### config.mk
export PLATFORM = sky130hd
export DESIGN_NAME = ahb3lite_apb_bridge
export DESIGN_NICKNAME = d
export VERILOG_FILES = /design/src/verilog/apb_bridge_pkg.sv /design/src/verilog/ahb_slave_port.sv /design/src/verilog/beat_sequencer.sv /design/src/verilog/apb_master_port.sv /design/src/verilog/ahb3lite_apb_bridge.sv
export SDC_FILE = /design/constraint.sdc
export NUM_CORES = 1
export LEC_CHECK = 0
export BUFFER_PORTS_ARGS = -buffer_cell sky130_fd_sc_hd__buf_2
export CORE_MARGIN = 4
export CORE_UTILIZATION = 35
export CTS_BUF_LIST = sky130_fd_sc_hd__clkbuf_4 sky130_fd_sc_hd__clkbuf_8
export DETAILED_ROUTE_END_ITERATION = 10
export GPL_ROUTABILITY_DRIVEN = 1
export HOLD_SLACK_MARGIN = 0.06
export PLACE_DENSITY_LB_ADDON = 0.05
export SLEW_MARGIN = 20
export SYNTH_ARGS = -nofsm -noshare
export SYNTH_HDL_FRONTEND = slang
export SYNTH_SLANG_ARGS = --single-unit
### constraint.sdc
create_clock -name HCLK -period 3.55 [get_ports HCLK]
set_input_delay 0.5325 -clock HCLK [delete_from_list [all_inputs] [get_ports HCLK]]
set_output_delay 0.5325 -clock HCLK [all_outputs]
set_load 0.03 [all_outputs]
### src/verilog/apb_bridge_pkg.sv
// Shared widths, bus encodings, FSM states and handshake payloads of the AHB to APB bridge
package apb_bridge_pkg;

  //////////////////////////////////////////////////////////////////////
  // Bus widths
  //////////////////////////////////////////////////////////////////////

  // AHB side
  localparam int HADDR_W = 32;
  localparam int HDATA_W = 32;

  // APB side, one byte lane per beat
  localparam int PDATA_W = 8;
  localparam int PSTRB_W = PDATA_W / 8;

  //////////////////////////////////////////////////////////////////////
  // AHB encodings
  //////////////////////////////////////////////////////////////////////

  typedef enum logic [1:0] {
    HTRANS_IDLE   = 2'b00,
    HTRANS_BUSY   = 2'b01,
    HTRANS_NONSEQ = 2'b10,
    HTRANS_SEQ    = 2'b11
  } htrans_e;

  // Only sizes up to a word
  typedef enum logic [2:0] {
    HSIZE_BYTE  = 3'b000,
    HSIZE_HWORD = 3'b001,
    HSIZE_WORD  = 3'b010
  } hsize_e;

  localparam logic HRESP_OKAY  = 1'b0;
  localparam logic HRESP_ERROR = 1'b1;

  //////////////////////////////////////////////////////////////////////
  // Handshake payloads
  //////////////////////////////////////////////////////////////////////

  // One AHB transfer, address and data phase merged
  typedef struct packed {
    logic [HADDR_W-1:0] addr;
    logic               write;
    hsize_e             size;
    // HPROT[1] privileged, HPROT[0] data
    logic [1:0]         hprot;
    logic [HDATA_W-1:0] wdata;
  } ahb_req_t;

  // One APB beat as it goes onto the pins
  typedef struct packed {
    logic [HADDR_W-1:0] addr;
    logic               write;
    logic [2:0]         pprot;
    logic [PDATA_W-1:0] pwdata;
    logic [PSTRB_W-1:0] pstrb;
  } apb_beat_t;

  typedef struct packed {
    logic [PDATA_W-1:0] prdata;
    logic               pslverr;
  } beat_result_t;

  typedef struct packed {
    logic [HDATA_W-1:0] hrdata;
    logic               error;
  } ahb_rsp_t;

  //////////////////////////////////////////////////////////////////////
  // FSM states
  //////////////////////////////////////////////////////////////////////

  typedef enum logic [1:0] {AHB_IDLE, AHB_WAIT, AHB_ERROR} ahb_state_e;
  typedef enum logic [1:0] {SEQ_IDLE, SEQ_ISSUE, SEQ_WAIT, SEQ_RESPOND} seq_state_e;
  typedef enum logic [1:0] {APB_IDLE, APB_SETUP, APB_ACCESS} apb_state_e;

endpackage

### src/verilog/ahb_slave_port.sv
// AHB3-Lite slave side of the bridge: address/data phase capture, wait states and response
`timescale 1ns/1ns

module ahb_slave_port (
  input  logic                                  HCLK,
  input  logic                                  HRESETn,
  // AHB slave pins
  input  logic                                  HSEL,
  input  logic [apb_bridge_pkg::HADDR_W-1:0]    HADDR,
  input  logic                                  HWRITE,
  input  logic [2:0]                            HSIZE,
  input  logic [1:0]                            HTRANS,
  input  logic [3:0]                            HPROT,
  input  logic                                  HREADY,
  input  logic [apb_bridge_pkg::HDATA_W-1:0]    HWDATA,
  output logic                                  HREADYOUT,
  output logic                                  HRESP,
  output logic [apb_bridge_pkg::HDATA_W-1:0]    HRDATA,
  // Transfer towards the sequencer
  output apb_bridge_pkg::ahb_req_t              req,
  output logic                                  req_valid,
  input  logic                                  req_ready,
  // Transfer result back from the sequencer
  input  apb_bridge_pkg::ahb_rsp_t              rsp,
  input  logic                                  rsp_valid
);

  apb_bridge_pkg::ahb_state_e state;
  apb_bridge_pkg::htrans_e    htrans;

  // High in the first data-phase cycle, when HWDATA is valid
  logic data_phase;
  logic accept;

  assign htrans = apb_bridge_pkg::htrans_e'(HTRANS);

  // IDLE and BUSY fall through and get a zero-wait OKAY
  assign accept = (state == apb_bridge_pkg::AHB_IDLE) && HSEL && HREADY &&
                  ((htrans == apb_bridge_pkg::HTRANS_NONSEQ) ||
                   (htrans == apb_bridge_pkg::HTRANS_SEQ));

  //////////////////////////////////////////////////////////////////////
  // Control FSM
  //////////////////////////////////////////////////////////////////////

  always_ff @(posedge HCLK or negedge HRESETn)
  begin
    if (!HRESETn)
    begin
      state      <= apb_bridge_pkg::AHB_IDLE;
      HREADYOUT  <= 1'b1;
      HRESP      <= apb_bridge_pkg::HRESP_OKAY;
      data_phase <= 1'b0;
      req_valid  <= 1'b0;
    end
    else
    begin
      data_phase <= 1'b0;

      // Offer the request once the write data is in
      if (data_phase)
        req_valid <= 1'b1;
      else if (req_valid && req_ready)
        req_valid <= 1'b0;

      case (state)
        apb_bridge_pkg::AHB_IDLE:
        begin
          // Also closes the second error cycle
          HRESP     <= apb_bridge_pkg::HRESP_OKAY;
          HREADYOUT <= !accept;
          if (accept)
          begin
            state      <= apb_bridge_pkg::AHB_WAIT;
            data_phase <= 1'b1;
          end
        end

        apb_bridge_pkg::AHB_WAIT:
        begin
          // Master held in wait states until the sequencer answers
          if (rsp_valid)
          begin
            if (rsp.error)
            begin
              // First error cycle, HREADYOUT still low
              HRESP <= apb_bridge_pkg::HRESP_ERROR;
              state <= apb_bridge_pkg::AHB_ERROR;
            end
            else
            begin
              HREADYOUT <= 1'b1;
              state     <= apb_bridge_pkg::AHB_IDLE;
            end
          end
        end

        apb_bridge_pkg::AHB_ERROR:
        begin
          // Second error cycle
          HREADYOUT <= 1'b1;
          state     <= apb_bridge_pkg::AHB_IDLE;
        end

        default:
          state <= apb_bridge_pkg::AHB_IDLE;
      endcase
    end
  end

  //////////////////////////////////////////////////////////////////////
  // Address, data and read data registers
  //////////////////////////////////////////////////////////////////////

  always_ff @(posedge HCLK)
  begin
    if (accept)
    begin
      req.addr  <= HADDR;
      req.write <= HWRITE;
      req.size  <= apb_bridge_pkg::hsize_e'(HSIZE);
      req.hprot <= HPROT[1:0];
    end
    if (data_phase)
      req.wdata <= HWDATA;
    if (rsp_valid)
      HRDATA <= rsp.hrdata;
  end

endmodule

### src/verilog/beat_sequencer.sv
// Splits one AHB transfer into APB beats and gathers the read bytes into HRDATA lanes
`timescale 1ns/1ns

module beat_sequencer (
  input  logic                          HCLK,
  input  logic                          HRESETn,
  // Transfer from the AHB port
  input  apb_bridge_pkg::ahb_req_t      req,
  input  logic                          req_valid,
  output logic                          req_ready,
  // Beats to the APB port
  output apb_bridge_pkg::apb_beat_t     beat,
  output logic                          beat_valid,
  input  logic                          beat_ready,
  // Beat results, always accepted
  input  apb_bridge_pkg::beat_result_t  result,
  input  logic                          result_valid,
  // Transfer result to the AHB port
  output apb_bridge_pkg::ahb_rsp_t      rsp,
  output logic                          rsp_valid
);

  // Bytes on the AHB data bus and beat counter width
  localparam int HBYTES = apb_bridge_pkg::HDATA_W / 8;
  localparam int OFF_W  = $clog2(HBYTES);
  localparam int CNT_W  = $clog2(HBYTES + 1);

  apb_bridge_pkg::seq_state_e state;
  apb_bridge_pkg::ahb_req_t   cur;

  logic [CNT_W-1:0]                   idx;
  logic [CNT_W-1:0]                   last;
  logic                               err;
  logic [apb_bridge_pkg::HDATA_W-1:0] rdata;
  logic [apb_bridge_pkg::HADDR_W-1:0] beat_addr;
  // Byte offset of the current beat inside HWDATA/HRDATA
  logic [OFF_W-1:0]                   lane_off;

  //////////////////////////////////////////////////////////////////////
  // Helpers
  //////////////////////////////////////////////////////////////////////

  // Transfer size in bytes over APB width, never below one
  function automatic logic [CNT_W-1:0] beat_count(input apb_bridge_pkg::hsize_e size);
    int bytes;
    bytes = 1 << size;
    if (bytes <= apb_bridge_pkg::PSTRB_W)
      return CNT_W'(1);
    return CNT_W'(bytes / apb_bridge_pkg::PSTRB_W);
  endfunction

  // Write strobes for the lanes covered by the transfer
  function automatic logic [apb_bridge_pkg::PSTRB_W-1:0] lane_strobe(
    input apb_bridge_pkg::hsize_e           size,
    input logic [apb_bridge_pkg::HADDR_W-1:0] addr
  );
    int bytes;
    bytes = 1 << size;
    if (bytes >= apb_bridge_pkg::PSTRB_W)
      return '1;
    return apb_bridge_pkg::PSTRB_W'(((1 << bytes) - 1) << (addr % apb_bridge_pkg::PSTRB_W));
  endfunction

  //////////////////////////////////////////////////////////////////////
  // Beat generation
  //////////////////////////////////////////////////////////////////////

  assign beat_addr = cur.addr + apb_bridge_pkg::HADDR_W'(idx * apb_bridge_pkg::PSTRB_W);
  // Aligned down to the APB data width
  assign lane_off  = beat_addr[OFF_W-1:0] & OFF_W'(~(apb_bridge_pkg::PSTRB_W - 1));

  always_comb
  begin
    beat.addr   = beat_addr;
    beat.write  = cur.write;
    // Privileged to bit 0, instruction to bit 2, always secure
    beat.pprot  = {~cur.hprot[0], 1'b0, cur.hprot[1]};
    beat.pwdata = cur.wdata[8*lane_off +: apb_bridge_pkg::PDATA_W];
    // Reads carry no strobes
    beat.pstrb  = cur.write ? lane_strobe(cur.size, beat_addr) : '0;
  end

  assign req_ready  = (state == apb_bridge_pkg::SEQ_IDLE);
  assign beat_valid = (state == apb_bridge_pkg::SEQ_ISSUE);
  assign rsp_valid  = (state == apb_bridge_pkg::SEQ_RESPOND);
  assign rsp        = '{hrdata: rdata, error: err};

  //////////////////////////////////////////////////////////////////////
  // Sequencer FSM
  //////////////////////////////////////////////////////////////////////

  always_ff @(posedge HCLK or negedge HRESETn)
  begin
    if (!HRESETn)
    begin
      state <= apb_bridge_pkg::SEQ_IDLE;
      idx   <= '0;
      err   <= 1'b0;
    end
    else
    begin
      case (state)
        apb_bridge_pkg::SEQ_IDLE:
        begin
          if (req_valid)
          begin
            state <= apb_bridge_pkg::SEQ_ISSUE;
            idx   <= '0;
            err   <= 1'b0;
          end
        end

        apb_bridge_pkg::SEQ_ISSUE:
        begin
          if (beat_ready)
            state <= apb_bridge_pkg::SEQ_WAIT;
        end

        apb_bridge_pkg::SEQ_WAIT:
        begin
          if (result_valid)
          begin
            // Slave error cuts the transfer short
            if (result.pslverr || (idx == last))
            begin
              state <= apb_bridge_pkg::SEQ_RESPOND;
              err   <= result.pslverr;
            end
            else
            begin
              idx   <= idx + 1'b1;
              state <= apb_bridge_pkg::SEQ_ISSUE;
            end
          end
        end

        // AHB port is waiting, one cycle is enough
        apb_bridge_pkg::SEQ_RESPOND:
          state <= apb_bridge_pkg::SEQ_IDLE;

        default:
          state <= apb_bridge_pkg::SEQ_IDLE;
      endcase
    end
  end

  // Transfer copy and read data assembly
  always_ff @(posedge HCLK)
  begin
    if (req_valid && req_ready)
    begin
      cur   <= req;
      last  <= beat_count(req.size) - 1'b1;
      // Lanes that are never read return zero
      rdata <= '0;
    end
    else if ((state == apb_bridge_pkg::SEQ_WAIT) && result_valid)
      rdata[8*lane_off +: apb_bridge_pkg::PDATA_W] <= result.prdata;
  end

endmodule

### src/verilog/apb_master_port.sv
// APB4 master side of the bridge: one setup and one or more access cycles per beat
`timescale 1ns/1ns

module apb_master_port #(
  parameter int PADDR_WIDTH = 10
)
(
  input  logic                                  HCLK,
  input  logic                                  HRESETn,
  // Beat from the sequencer
  input  apb_bridge_pkg::apb_beat_t             beat,
  input  logic                                  beat_valid,
  output logic                                  beat_ready,
  // Beat result, no back-pressure
  output apb_bridge_pkg::beat_result_t          result,
  output logic                                  result_valid,
  // APB master pins
  output logic                                  PSEL,
  output logic                                  PENABLE,
  output logic [PADDR_WIDTH-1:0]                PADDR,
  output logic                                  PWRITE,
  output logic [2:0]                            PPROT,
  output logic [apb_bridge_pkg::PDATA_W-1:0]    PWDATA,
  output logic [apb_bridge_pkg::PSTRB_W-1:0]    PSTRB,
  input  logic [apb_bridge_pkg::PDATA_W-1:0]    PRDATA,
  input  logic                                  PREADY,
  input  logic                                  PSLVERR
);

  apb_bridge_pkg::apb_state_e state;

  assign beat_ready = (state == apb_bridge_pkg::APB_IDLE);

  // Result handed over on the edge that ends the access phase
  assign result_valid = (state == apb_bridge_pkg::APB_ACCESS) && PREADY;
  assign result       = '{prdata: PRDATA, pslverr: PSLVERR};

  //////////////////////////////////////////////////////////////////////
  // APB FSM
  //////////////////////////////////////////////////////////////////////

  always_ff @(posedge HCLK or negedge HRESETn)
  begin
    if (!HRESETn)
    begin
      state   <= apb_bridge_pkg::APB_IDLE;
      PSEL    <= 1'b0;
      PENABLE <= 1'b0;
    end
    else
    begin
      case (state)
        apb_bridge_pkg::APB_IDLE:
        begin
          if (beat_valid)
          begin
            state <= apb_bridge_pkg::APB_SETUP;
            PSEL  <= 1'b1;
          end
        end

        apb_bridge_pkg::APB_SETUP:
        begin
          state   <= apb_bridge_pkg::APB_ACCESS;
          PENABLE <= 1'b1;
        end

        apb_bridge_pkg::APB_ACCESS:
        begin
          // PREADY low stretches the access phase
          if (PREADY)
          begin
            state   <= apb_bridge_pkg::APB_IDLE;
            PSEL    <= 1'b0;
            PENABLE <= 1'b0;
          end
        end

        default:
          state <= apb_bridge_pkg::APB_IDLE;
      endcase
    end
  end

  // Beat fields held on the pins for setup and access
  always_ff @(posedge HCLK)
  begin
    if (beat_valid && beat_ready)
    begin
      PADDR  <= beat.addr[PADDR_WIDTH-1:0];
      PWRITE <= beat.write;
      PPROT  <= beat.pprot;
      PWDATA <= beat.pwdata;
      PSTRB  <= beat.pstrb;
    end
  end

endmodule

### src/verilog/ahb3lite_apb_bridge.sv
// Top level of the synchronous AHB3-Lite to APB4 bridge
`timescale 1ns/1ns

module ahb3lite_apb_bridge #(
  parameter int PADDR_WIDTH = 10
)
(
  input  logic                                  HCLK,
  input  logic                                  HRESETn,
  // AHB3-Lite slave
  input  logic                                  HSEL,
  input  logic [apb_bridge_pkg::HADDR_W-1:0]    HADDR,
  input  logic [apb_bridge_pkg::HDATA_W-1:0]    HWDATA,
  output logic [apb_bridge_pkg::HDATA_W-1:0]    HRDATA,
  input  logic                                  HWRITE,
  input  logic [2:0]                            HSIZE,
  input  logic [3:0]                            HPROT,
  input  logic [1:0]                            HTRANS,
  output logic                                  HREADYOUT,
  input  logic                                  HREADY,
  output logic                                  HRESP,
  // APB4 master
  output logic                                  PSEL,
  output logic                                  PENABLE,
  output logic [2:0]                            PPROT,
  output logic                                  PWRITE,
  output logic [apb_bridge_pkg::PSTRB_W-1:0]    PSTRB,
  output logic [PADDR_WIDTH-1:0]                PADDR,
  output logic [apb_bridge_pkg::PDATA_W-1:0]    PWDATA,
  input  logic [apb_bridge_pkg::PDATA_W-1:0]    PRDATA,
  input  logic                                  PREADY,
  input  logic                                  PSLVERR
);

  //////////////////////////////////////////////////////////////////////
  // Internal handshakes
  //////////////////////////////////////////////////////////////////////

  // AHB port to sequencer
  apb_bridge_pkg::ahb_req_t     req;
  logic                         req_valid;
  logic                         req_ready;
  // Sequencer to APB port
  apb_bridge_pkg::apb_beat_t    beat;
  logic                         beat_valid;
  logic                         beat_ready;
  // APB port back to sequencer
  apb_bridge_pkg::beat_result_t result;
  logic                         result_valid;
  // Sequencer back to AHB port
  apb_bridge_pkg::ahb_rsp_t     rsp;
  logic                         rsp_valid;

  ahb_slave_port i_ahb_slave_port (
    .HCLK      (HCLK),
    .HRESETn   (HRESETn),
    .HSEL      (HSEL),
    .HADDR     (HADDR),
    .HWRITE    (HWRITE),
    .HSIZE     (HSIZE),
    .HTRANS    (HTRANS),
    .HPROT     (HPROT),
    .HREADY    (HREADY),
    .HWDATA    (HWDATA),
    .HREADYOUT (HREADYOUT),
    .HRESP     (HRESP),
    .HRDATA    (HRDATA),
    .req       (req),
    .req_valid (req_valid),
    .req_ready (req_ready),
    .rsp       (rsp),
    .rsp_valid (rsp_valid)
  );

  beat_sequencer i_beat_sequencer (
    .HCLK         (HCLK),
    .HRESETn      (HRESETn),
    .req          (req),
    .req_valid    (req_valid),
    .req_ready    (req_ready),
    .beat         (beat),
    .beat_valid   (beat_valid),
    .beat_ready   (beat_ready),
    .result       (result),
    .result_valid (result_valid),
    .rsp          (rsp),
    .rsp_valid    (rsp_valid)
  );

  // APB address width only matters on the pins
  apb_master_port #(
    .PADDR_WIDTH (PADDR_WIDTH)
  ) i_apb_master_port (
    .HCLK         (HCLK),
    .HRESETn      (HRESETn),
    .beat         (beat),
    .beat_valid   (beat_valid),
    .beat_ready   (beat_ready),
    .result       (result),
    .result_valid (result_valid),
    .PSEL         (PSEL),
    .PENABLE      (PENABLE),
    .PADDR        (PADDR),
    .PWRITE       (PWRITE),
    .PPROT        (PPROT),
    .PWDATA       (PWDATA),
    .PSTRB        (PSTRB),
    .PRDATA       (PRDATA),
    .PREADY       (PREADY),
    .PSLVERR      (PSLVERR)
  );

endmodule

==> results of run 1 <==
[critical path, cell delays in order (launching register included)]
cell	delay, ns
dfrtp_1	0.45
ha_1	0.25
fa_1	0.49
inv_1	0.13
ha_1	0.30
nor3b_2	0.49
nand3_1	0.17
a21oi_1	0.17
[cell type report]
class                      count  area [sq um]  area share
timing repair buffer         130           678      0.0807
inverter                      13          48.8     0.00581
clock buffer                  17           234      0.0278
sequential                   198          5550       0.660
clock inverter                15           163      0.0194
multi-input combinational    206          1400       0.167
tap                          265           332      0.0395
[where the power goes]
group	switching, mW	total (mW)	internal [mW]	leakage, nW
Sequential	0.160	3.02	2.86	1.84
Combinational	0.785	1.19	0.406	1.07
Clock	0.842	1.43	0.587	0.199
[synthesized netlist by cell type, drive strengths merged (6+ instances only)]
| library cell | n | area, sq um |
|---|---|---|
| nor2 | 7 | 26.3 |
| dfxtp | 32 | 641 |
| edfxtp | 150 | 4500 |
| buf | 11 | 86.3 |
| mux4 | 8 | 180 |
| a21oi | 40 | 200 |
| dfrtp | 15 | 375 |
| o21ai | 6 | 30.0 |
| nand2 | 39 | 146 |
| ha | 12 | 150 |
| inv | 13 | 48.8 |
| xnor2 | 8 | 70.1 |
| nand3 | 39 | 195 |
[metrics by stage]
| step | cell area [sq um] | setup slack [ns] |
|---|---|---|
| after floorplan | 7100 | 0.0404 |
| after global placement | 8000 | 1.11 |
| after detailed placement | 8000 | 1.05 |
| after CTS | 8400 | 1.01 |
| after global routing | 8400 | 0.815 |
| final | 8400 | 1.04 |
[metal layers]
layer  track usage  wire length [microns]
met1         0.144                   5350
met2         0.196                   6350
met3        0.0337                    716
met4        0.0453                    193
met5             0                      0
[state kept, by name (all words and copies together) (netlist names), 2 cells and up]
| signal | count |
|---|---|
| i_beat_sequencer.beat | 2 |
| i_beat_sequencer.rdata | 32 |
| i_beat_sequencer.cur | 43 |
| i_beat_sequencer.state | 2 |
| i_apb_master_port.PPROT | 2 |
| i_ahb_slave_port.state | 2 |
| i_apb_master_port.PADDR | 10 |
| i_beat_sequencer.idx | 3 |
| i_ahb_slave_port.req | 48 |
| i_apb_master_port.PWDATA | 8 |
| i_ahb_slave_port.HRDATA | 32 |
| i_beat_sequencer.last | 3 |
| i_apb_master_port.state | 2 |
[cell families (layout without fill, tap and decap cells)]
logic type      count (synthesis)  in the layout  share of synthesized area
compound gates                 58             58                     0.0448
fa+ha+maj                      13             13                     0.0240
mux                            11             11                     0.0300
other cells                     1              1                   0.000528
xor+xnor                       11             11                     0.0136
flops                         198            198                      0.782
simple gates                  112            112                     0.0838
buf+inv                        29            175                     0.0217
[cell usage in the layout (no fill, tap or decap), drive strengths merged, types with 3 or more instances in the layout]
cell type | netlist | final
ha | 12 | 12
nor2 | 7 | 7
buf | 11 | 129
o21ai | 6 | 6
dfxtp | 32 | 32
nand3 | 39 | 39
clkinv | 0 | 6
nand2b | 3 | 3
nand4 | 3 | 3
mux4 | 8 | 8
inv | 13 | 19
xor2 | 3 | 3
nand2 | 39 | 39
nor3b | 4 | 4
edfxtp | 150 | 150
a21o | 3 | 3
and3 | 4 | 4
a21oi | 40 | 40
xnor2 | 8 | 8
dfrtp | 15 | 15
clkbuf | 5 | 17
a31oi | 3 | 3
[final timing paths]
path	to	cells after the start
worst max-delay path	i_beat_sequencer.rdata[6]	7
worst min-delay path	i_ahb_slave_port.req[31]	1
worst max register to register	i_beat_sequencer.rdata[6]	7
worst min register to register	i_beat_sequencer.cur[45]	0
max in group asynchronous	i_ahb_slave_port.HREADYOUT	2
min in group asynchronous	i_beat_sequencer.idx[1]	2
[timing repair]
item / 4_1_cts / 5_1_grt
resized for setup: 0 / 0
endpoints found under the hold margin: 15 / 0
hold buffers: 1 / 0
==> results.py, run 1 <==
metrics = {
    "run_status": {
        "status": "finished, final reports clean",
    },
    "global_route": {
        "grt_util_all_layers": 0.117,
        "antenna_found_initial": 0,
        "grt-ovfl-total": 0,
        "grt_start_max_net_pins": 49,
        "grt_pass1_wl_microns": 20100,
        "grt_pass1_vias": 3768,
    },
    "die": {
        "row_count": 51,
        "ios": 147,
        "initial_core_util": 0.360,
        "core_area_sq_um": 19700,
        "die-width_microns": 150,
        "fp.dieH_microns": 150,
        "fp.dieArea_sq_um": 22600,
    },
    "setup_path": {
        "rr_startpoint": "i_beat_sequencer.idx[0]",
        "worstSetupEndpointType": "register",
        "required_ns": 3.93,
        "r2r_setup_slack_ns": 1.04,
        "critical_path_peak_fanout": 8,
        "critPathLaunchType": "register",
        "critPathArrivalTime_ns": 2.89,
        "crit_start": "i_beat_sequencer.idx[0]",
        "crit_type": "reg2reg",
    },
    "route": {
        "ant_nets": 0,
        "wire_per_inst_microns": 14.9,
        "drc_errors": 0,
        "first_iter_violations": 196,
        "dr_total_vias": 3801,
        "via_per_inst": 4.50,
        "drtPass1Iterations": 4,
        "postRouteWirelength_microns": 12600,
    },
    "final_layout": {
        "fillers": 1803,
        "fin_util": 0.426,
        "area_growth_pct": 18.4,
        "drive_above_1_share": 0.314,
        "fin_cells": 844,
        "antenna_cells": 0,
        "nets": 667,
    },
    "timing": {
        "skew_ns": 0.0164,
        "grt_setup_unrepaired": "false",
        "hold_violations": 0,
        "fin_crit_sh": 0.707,
        "slew_viol_final": 0,
        "tightestPinTransition_ns": 0.746,
        "setup_viol": 0,
        "hold_slack_ns": 0.244,
        "period_minus_slack_ns": 2.51,
        "slew_headroom": 0.502,
        "timing.fmax_mhz": 399,
        "setup_tns_ns": 0,
    },
    "clock_tree": {
        "cts_made_buffers": 17,
        "clkLatencyLatePin_ns": 0.46,
        "cts_tree": "yes",
        "path_clk_slew_ns": 0.10,
        "htree_levels": 4,
        "cts_setup_buffers": 0,
        "cts_sinks": 198,
        "cts_root_buffer": "clkbuf_8",
        "clock_path_buffers": 2,
    },
    "placed_design": {
        "dp_hpwl_microns": 9010,
        "place_congestion": 0.745,
        "portBuffers": 120,
        "placedCellCount": 811,
    },
    "logic_synthesis": {
        "syn_inst": 433,
        "yosysWarnings": 0,
        "syn_avg_cell_area_sq_um": 16.4,
        "synth_edf_count": 150,
        "syn_nets": 534,
        "synthArstFlopShare": 0.0808,
        "netlist-cell-type-count": 43,
        "ys_ff_latch": 198,
        "netlist_area_sq_um": 7100,
        "synth-main-ff-cell": "edfxtp_1",
        "ys_seq_area_frac": 0.782,
    },
    "hold_path": {
        "worstHoldStart": "HWDATA[31]",
        "min_path_type": "in2reg",
    },
    "power": {
        "leakage_nw": 3.11,
        "pwr_density_cell_nw_per_um2": 671,
        "p_total_mw": 5.64,
        "peakVddDrop_mv": 0.223,
    },
    "job": {
        "maxCapViolations": 0,
    },
}
Note: power is estimated with default switching activity, not from simulation.
==> run 2: changes to the inputs <==
Settings changed: ABC_AREA set to 1.
Clock period 3.55 ns to 2.2 ns, I/O delays scaled along.
==> results.py, run 2 <==
metrics = {
    "job": {
        "maxCapViolations": 0,
    },
    "timing": {
        "fin_crit_sh": 0.958,
        "period_minus_slack_ns": 2.11,
        "hold_violations": 0,
        "skew_ns": 0.0127,
        "timing.fmax_mhz": 474,
        "setup_viol": 0,
        "layout_setup_ws_ns": 0.0914,
        "grt_setup_unrepaired": "true",
        "slew_viol_final": 0,
        "tightestPinTransition_ns": 0.495,
        "slew_headroom": 0.667,
    },
    "setup_path": {
        "critical_path_peak_fanout": 8,
        "worstRegToRegCells": 9,
        "crit_chain": "ha_2 -> fa_2 -> buf_6 -> ha_4 -> clkinv_4 -> nand3_4 -> nor2_2 -> nand3_1 -> a21oi_1",
        "crit_slowest_cell": "fa_2",
        "required_ns": 2.59,
        "critPathArrivalTime_ns": 2.50,
        "regToRegEndpoint": "i_beat_sequencer.rdata[7]",
        "slowest_delay_ns": 0.59,
        "worstSetupEndpointType": "register",
        "rr_startpoint": "i_beat_sequencer.idx[0]",
        "r2r_setup_slack_ns": 0.09,
        "crit_type": "reg2reg",
        "critPathLaunchType": "register",
    },
    "final_layout": {
        "drive_above_1_share": 0.280,
        "largest_reg_flops": 48,
        "area_growth_pct": 27.6,
        "nets": 848,
        "regMostFlops": "i_ahb_slave_port.req",
        "largestRegisters": "i_ahb_slave_port.req (48), i_beat_sequencer.cur (43)",
        "fin_cells": 1030,
        "antenna_cells": 0,
        "layout_common_cells": "150 x edfxtp_1, 120 x buf_2, 99 x nor2_1, 51 x nand2_1, 49 x dlygate4sd3_1",
        "layout_commonest_cell": "edfxtp_1",
    },
    "logic_synthesis": {
        "syn_nets": 652,
        "synth-main-ff-cell": "edfxtp_1",
        "synth.most_common_cell": "edfxtp_1",
        "netlist-cell-type-count": 38,
        "netlist_area_sq_um": 7320,
        "yosys-top-cells-area": "edfxtp_1 62%, dfxtp_1 8.7%, nor2_1 5.4%, dfrtp_1 5.1%, o21ai_0 3.1%",
        "syn_inst": 551,
        "yosysWarnings": 0,
        "synth_common_cells": "150 x edfxtp_1, 105 x nor2_1, 52 x nand2_1",
        "syn_avg_cell_area_sq_um": 13.3,
        "yosysTopAreaCell": "edfxtp_1",
        "synthArstFlopShare": 0.0808,
        "ys_seq_area_frac": 0.758,
        "yosysTopAreaCellShare": 0.615,
        "ys_ff_latch": 198,
        "synth_edf_count": 150,
    },
    "route": {
        "dr_total_vias": 4541,
        "postRouteWirelength_microns": 13800,
        "ant_nets": 0,
        "drc_errors": 0,
        "drtPass1Iterations": 4,
        "first_iter_violations": 203,
        "via_per_inst": 4.41,
        "wire_per_inst_microns": 13.4,
    },
    "global_route": {
        "grt_start_max_net_pins": 58,
        "grt_util_all_layers": 0.122,
        "grt-ovfl-total": 0,
        "grt_pass1_vias": 4531,
        "grt_pass1_wl_microns": 22600,
        "antenna_found_initial": 0,
    },
    "hold_path": {
        "worstHoldStart": "PSLVERR",
        "min_path_type": "in2reg",
        "holdPathEnd": "i_beat_sequencer.err",
        "holdPathStages": 3,
    },
    "power": {
        "pwr-share-comb": 0.305,
        "intPower_mw": 7.32,
        "pwr_density_cell_nw_per_um2": 1180,
        "leakage_nw": 3.75,
        "clock_power_share": 0.221,
        "p_sw_frac": 0.336,
        "p_total_mw": 11.0,
        "seqPwrFrac": 0.474,
        "peakVddDrop_mv": 0.462,
        "p_switching_mw": 3.70,
    },
    "die": {
        "ios": 147,
        "die-width_microns": 153,
        "fp.dieArea_sq_um": 23300,
        "row_count": 52,
        "core_area_sq_um": 20400,
        "fp.dieH_microns": 153,
        "initial_core_util": 0.358,
    },
    "run_status": {
        "status": "finished, final reports clean",
    },
    "placed_design": {
        "dp_hpwl_microns": 9680,
        "portBuffers": 120,
        "place_congestion": 0.793,
        "placedCellCount": 947,
        "dp_slack_ns": -0.0463,
    },
    "clock_tree": {
        "clock_path_buffers": 2,
        "cts_made_buffers": 17,
        "path_clk_slew_ns": 0.09,
        "htree_levels": 4,
        "cts_sinks": 198,
        "cts_tree": "yes",
        "clkLatencyLatePin_ns": 0.46,
        "cts_root_buffer": "clkbuf_8",
    },
}
run 2: cell count changes after synthesis, moves of 9 or more:
cell,previous run,this run
a21oi_1,40,9
nand3_1,39,24
o21ai_0,6,45
nand2_1,39,52
inv_1,13,35
nor3_1,0,9
nor2_1,7,105
run 2: layout make-up:
class                   instances  area, sq um
fillers                      1889        11100
inverters                      43          175
clock inverters                10          149
repair buffers                190         1260
flip-flops and latches        198         5550
clock buffers                  22          272
well taps                     270          338
multi-input cells             297         1600
run 2: worst max-delay path: cells and delay by family, from the launching register on:
family          cells  cell delay, ns
buf+inv             2            0.18
simple gates        3            0.31
fa+ha+maj           3            1.00
flops               1            0.39
compound gates      1            0.16
run 2: power by group through the flow:
stage | Combinational, mW | Clock, mW | Sequential (mW)
final | 3.36 | 2.44 | 5.23
after CTS | 3.40 | 2.53 | 5.25
after detailed placement | 3.26 | 0 | 5.33
after floorplan | 1.83 | 0 | 5.68
after global placement | 3.19 | 0 | 5.31
after global routing | 3.76 | 2.66 | 5.32
run 2: per-stage QoR:
step	instance area, sq um	hold slack (ns)	utilization	TNS [ns]
final	9340	0.0975	0.457	0
after global routing	9340	0.0892	0.457	-0.0956
after CTS	9310	0.0659	0.456	0
after detailed placement	8360	0.287	0.409	-0.347
after global placement	8360	0.273	0.409	-0.214
after floorplan	7340	0.0344	-	-0.0101
run 2: cells by family (layout without fill, tap and decap cells):
family | after synthesis | count (layout) | share of synthesized area
fa+ha+maj | 13 | 13 | 0.0232
xor+xnor | 10 | 10 | 0.0120
other cells | 1 | 1 | 0.000512
compound gates | 68 | 68 | 0.0490
flops | 198 | 198 | 0.758
simple gates | 205 | 205 | 0.124
buf+inv | 56 | 265 | 0.0342
run 2: worst max-delay path by stage:
stage | from | cells after the start | end
floorplan | i_beat_sequencer.idx[0] | 9 | i_beat_sequencer.rdata[0]
global placement | i_beat_sequencer.idx[0] | 8 | i_beat_sequencer.rdata[16]
detailed placement | i_beat_sequencer.cur[38] | 8 | i_beat_sequencer.rdata[31]
CTS | i_beat_sequencer.idx[0] | 8 | i_beat_sequencer.rdata[6]
global route | i_beat_sequencer.idx[0] | 9 | i_beat_sequencer.rdata[7]
finish | i_beat_sequencer.idx[0] | 9 | i_beat_sequencer.rdata[7]
run 2: what timing repair did:
action,4_1_cts,5_1_grt
hold endpoints to repair,63,0
endpoints found under the setup margin,29,31
setup buffers,1,1
hold buffers,49,0
cloned,0,0
gates resized for setup,10,11
pin swaps,6,3
run 2: per-layer routing:
| layer | global-route usage | vias to the layer above | share of wire |
|---|---|---|---|
| met2 | 0.204 | 110 | 0.48 |
| met4 | 0.0522 | 0 | 0.020 |
| met3 | 0.0304 | 22 | 0.047 |
| met1 | 0.151 | 2125 | 0.45 |
| li1 | - | 2284 | - |
| met5 | 0 | - | 0 |
==> run 3: changes to the inputs <==
Settings changed: CORE_UTILIZATION 35 to 40.
Clock period 2.2 ns to 2.1 ns, I/O delays scaled along.
==> results.py, run 3 (same netlist as run 2, synthesis figures left out) <==
metrics = {
    "run_status": {
        "status": "complete, but fails checks",
        "violations": "negative setup slack",
    },
    "timing": {
        "grt_setup_unrepaired": "true",
        "hold_slack_ns": 0.104,
        "timing.fmax_mhz": 475,
        "hold_violations": 0,
        "setup_viol": 2,
        "skew_ns": 0.0190,
        "slew_viol_final": 0,
        "layout_setup_ws_ns": -0.00635,
        "period_minus_slack_ns": 2.11,
        "fin_crit_sh": 1.00,
    },
    "placed_design": {
        "place_area_sq_um": 8320,
        "dp_hpwl_microns": 9280,
        "place_congestion": 0.781,
        "portBuffers": 120,
    },
    "die": {
        "ios": 147,
        "die-width_microns": 143,
        "fp.dieArea_sq_um": 20500,
        "initial_core_util": 0.408,
        "row_count": 49,
        "core_area_sq_um": 18000,
        "fp.dieH_microns": 143,
    },
    "global_route": {
        "antenna_found_initial": 0,
        "busiest_layer": "met2",
        "grt-ovfl-total": 0,
        "grt_pass1_vias": 4530,
        "grt_pass1_wl_microns": 21700,
        "grt_start_max_net_pins": 50,
        "grt_use_met3": 0.0389,
        "grt_util_met1": 0.157,
        "grt_util_all_layers": 0.137,
        "use_met2": 0.248,
    },
    "final_layout": {
        "largest_reg_flops": 48,
        "nets": 844,
        "layout_commonest_cell": "edfxtp_1",
        "fillers": 1540,
        "layout_common_cells": "150 x edfxtp_1, 120 x buf_2, 99 x nor2_1, 51 x nand2_1, 50 x dlygate4sd3_1",
        "final_area_sq_um": 9310,
        "largestRegisters": "i_ahb_slave_port.req (48), i_beat_sequencer.cur (43)",
        "regMostFlops": "i_ahb_slave_port.req",
        "area_growth_pct": 27.1,
        "drive_above_1_share": 0.277,
    },
    "job": {
        "maxCapViolations": 0,
    },
    "clock_tree": {
        "cts_made_buffers": 17,
        "cts_sinks": 198,
        "htree_levels": 4,
        "clock_path_buffers": 2,
        "clkLatencyLatePin_ns": 0.46,
        "cts_tree": "yes",
        "cts_root_buffer": "clkbuf_8",
        "path_clk_slew_ns": 0.10,
    },
    "power": {
        "peakVddDrop_mv": 0.508,
        "pwr_density_cell_nw_per_um2": 1240,
        "pwr-share-comb": 0.316,
        "p_sw_frac": 0.343,
        "seqPwrFrac": 0.476,
        "intPower_mw": 7.58,
        "clock_power_share": 0.208,
        "leakage_nw": 3.72,
        "p_switching_mw": 3.95,
    },
    "setup_path": {
        "crit_type": "reg2reg",
        "required_ns": 2.49,
        "cp_top_family": "adder cells",
        "crit_buf_inv": 1,
        "crit_chain": "ha_4 -> fa_2 -> ha_4 -> clkinv_8 -> nand3_4 -> nor2_2 -> nand3_1 -> a21oi_1",
        "critPathLaunchType": "register",
        "worstSetupEndpointType": "register",
        "crit_slowest_cell": "fa_2",
        "cpMostUsedCell": "ha_4",
        "critPathArrivalTime_ns": 2.49,
        "slowest_delay_ns": 0.61,
        "critical_path_peak_fanout": 8,
    },
    "route": {
        "dr_total_vias": 4468,
        "postRouteWirelength_microns": 13400,
        "drc_errors": 0,
        "first_iter_violations": 199,
        "drtPass1Iterations": 6,
        "via_per_inst": 4.54,
        "wire_per_inst_microns": 13.6,
        "ant_nets": 0,
    },
    "hold_path": {
        "min_path_type": "in2reg",
    },
}
-- run 3: layer usage --
layer,share of wire,wire [microns]
met5,0,0
met4,0.012,163
met3,0.049,650
met2,0.53,7130
met1,0.41,5440
-- run 3: cell type report --
class | instances | area (sq um) | area share
Timing Repair Buffer | 186 | 1250 | 0.134
Inverter | 43 | 186 | 0.0200
Multi-Input combinational cell | 297 | 1640 | 0.177
Sequential cell | 198 | 5550 | 0.596
Clock inverter | 12 | 145 | 0.0156
Tap cell | 229 | 287 | 0.0308
Antenna cell | 1 | 2.50 | 0.000269
Clock buffer | 19 | 249 | 0.0268
-- run 3: final timing paths --
check                                          from                          end  slack (ns)  depth (start not counted)
max in group asynchronous                   HRESETn   i_ahb_slave_port.HREADYOUT        1.48                          2
min in group asynchronous                   HRESETn  i_ahb_slave_port.data_phase        0.31                          2
min reg2reg                i_ahb_slave_port.req[31]     i_beat_sequencer.cur[31]        0.42                          0
max                        i_beat_sequencer.cur[38]    i_beat_sequencer.rdata[5]      -0.006                          8
min                                         PSLVERR         i_beat_sequencer.err        0.10                          3
max reg2reg                i_beat_sequencer.cur[38]    i_beat_sequencer.rdata[5]      -0.006                          8
-- run 3: worst min-delay path: stages --
cell	delay, ns
buf_2	0.10
nand2_1	0.05
nand2_1	0.06
-- run 3: power by group through the flow --
stage | sequential [mW] | clock (mW) | combinational (mW)
floorplan | 5.95 | 0 | 2.10
global placement | 5.56 | 0 | 3.36
detailed placement | 5.58 | 0 | 3.43
CTS | 5.50 | 2.49 | 3.51
global route | 5.56 | 2.67 | 4.07
finish | 5.48 | 2.40 | 3.64
-- run 3: stage by stage --
| stage | std cells | setup TNS (ns) | power, mW | utilization | worst slack, ns |
|---|---|---|---|---|---|
| floorplan | 551 | -0.419 | 8.05 | - | -0.0408 |
| CTS | 982 | 0 | 11.5 | 0.513 | 0.00777 |
| global placement | 901 | 0 | 8.92 | 0.463 | 0.00702 |
| global route | 984 | -1.40 | 12.3 | 0.518 | -0.111 |
| detailed placement | 901 | -0.0788 | 9.02 | 0.463 | -0.0314 |
| finish | 985 | -0.00934 | 11.5 | 0.518 | -0.00635 |
-- run 3: what timing repair did --
action	in CTS	in global routing
hold buffers	50	0
pin swaps	0	5
hold endpoints to repair	65	0
cloned	0	0
resized for setup	5	16
endpoints found under the setup margin	5	32
setup buffers	0	2
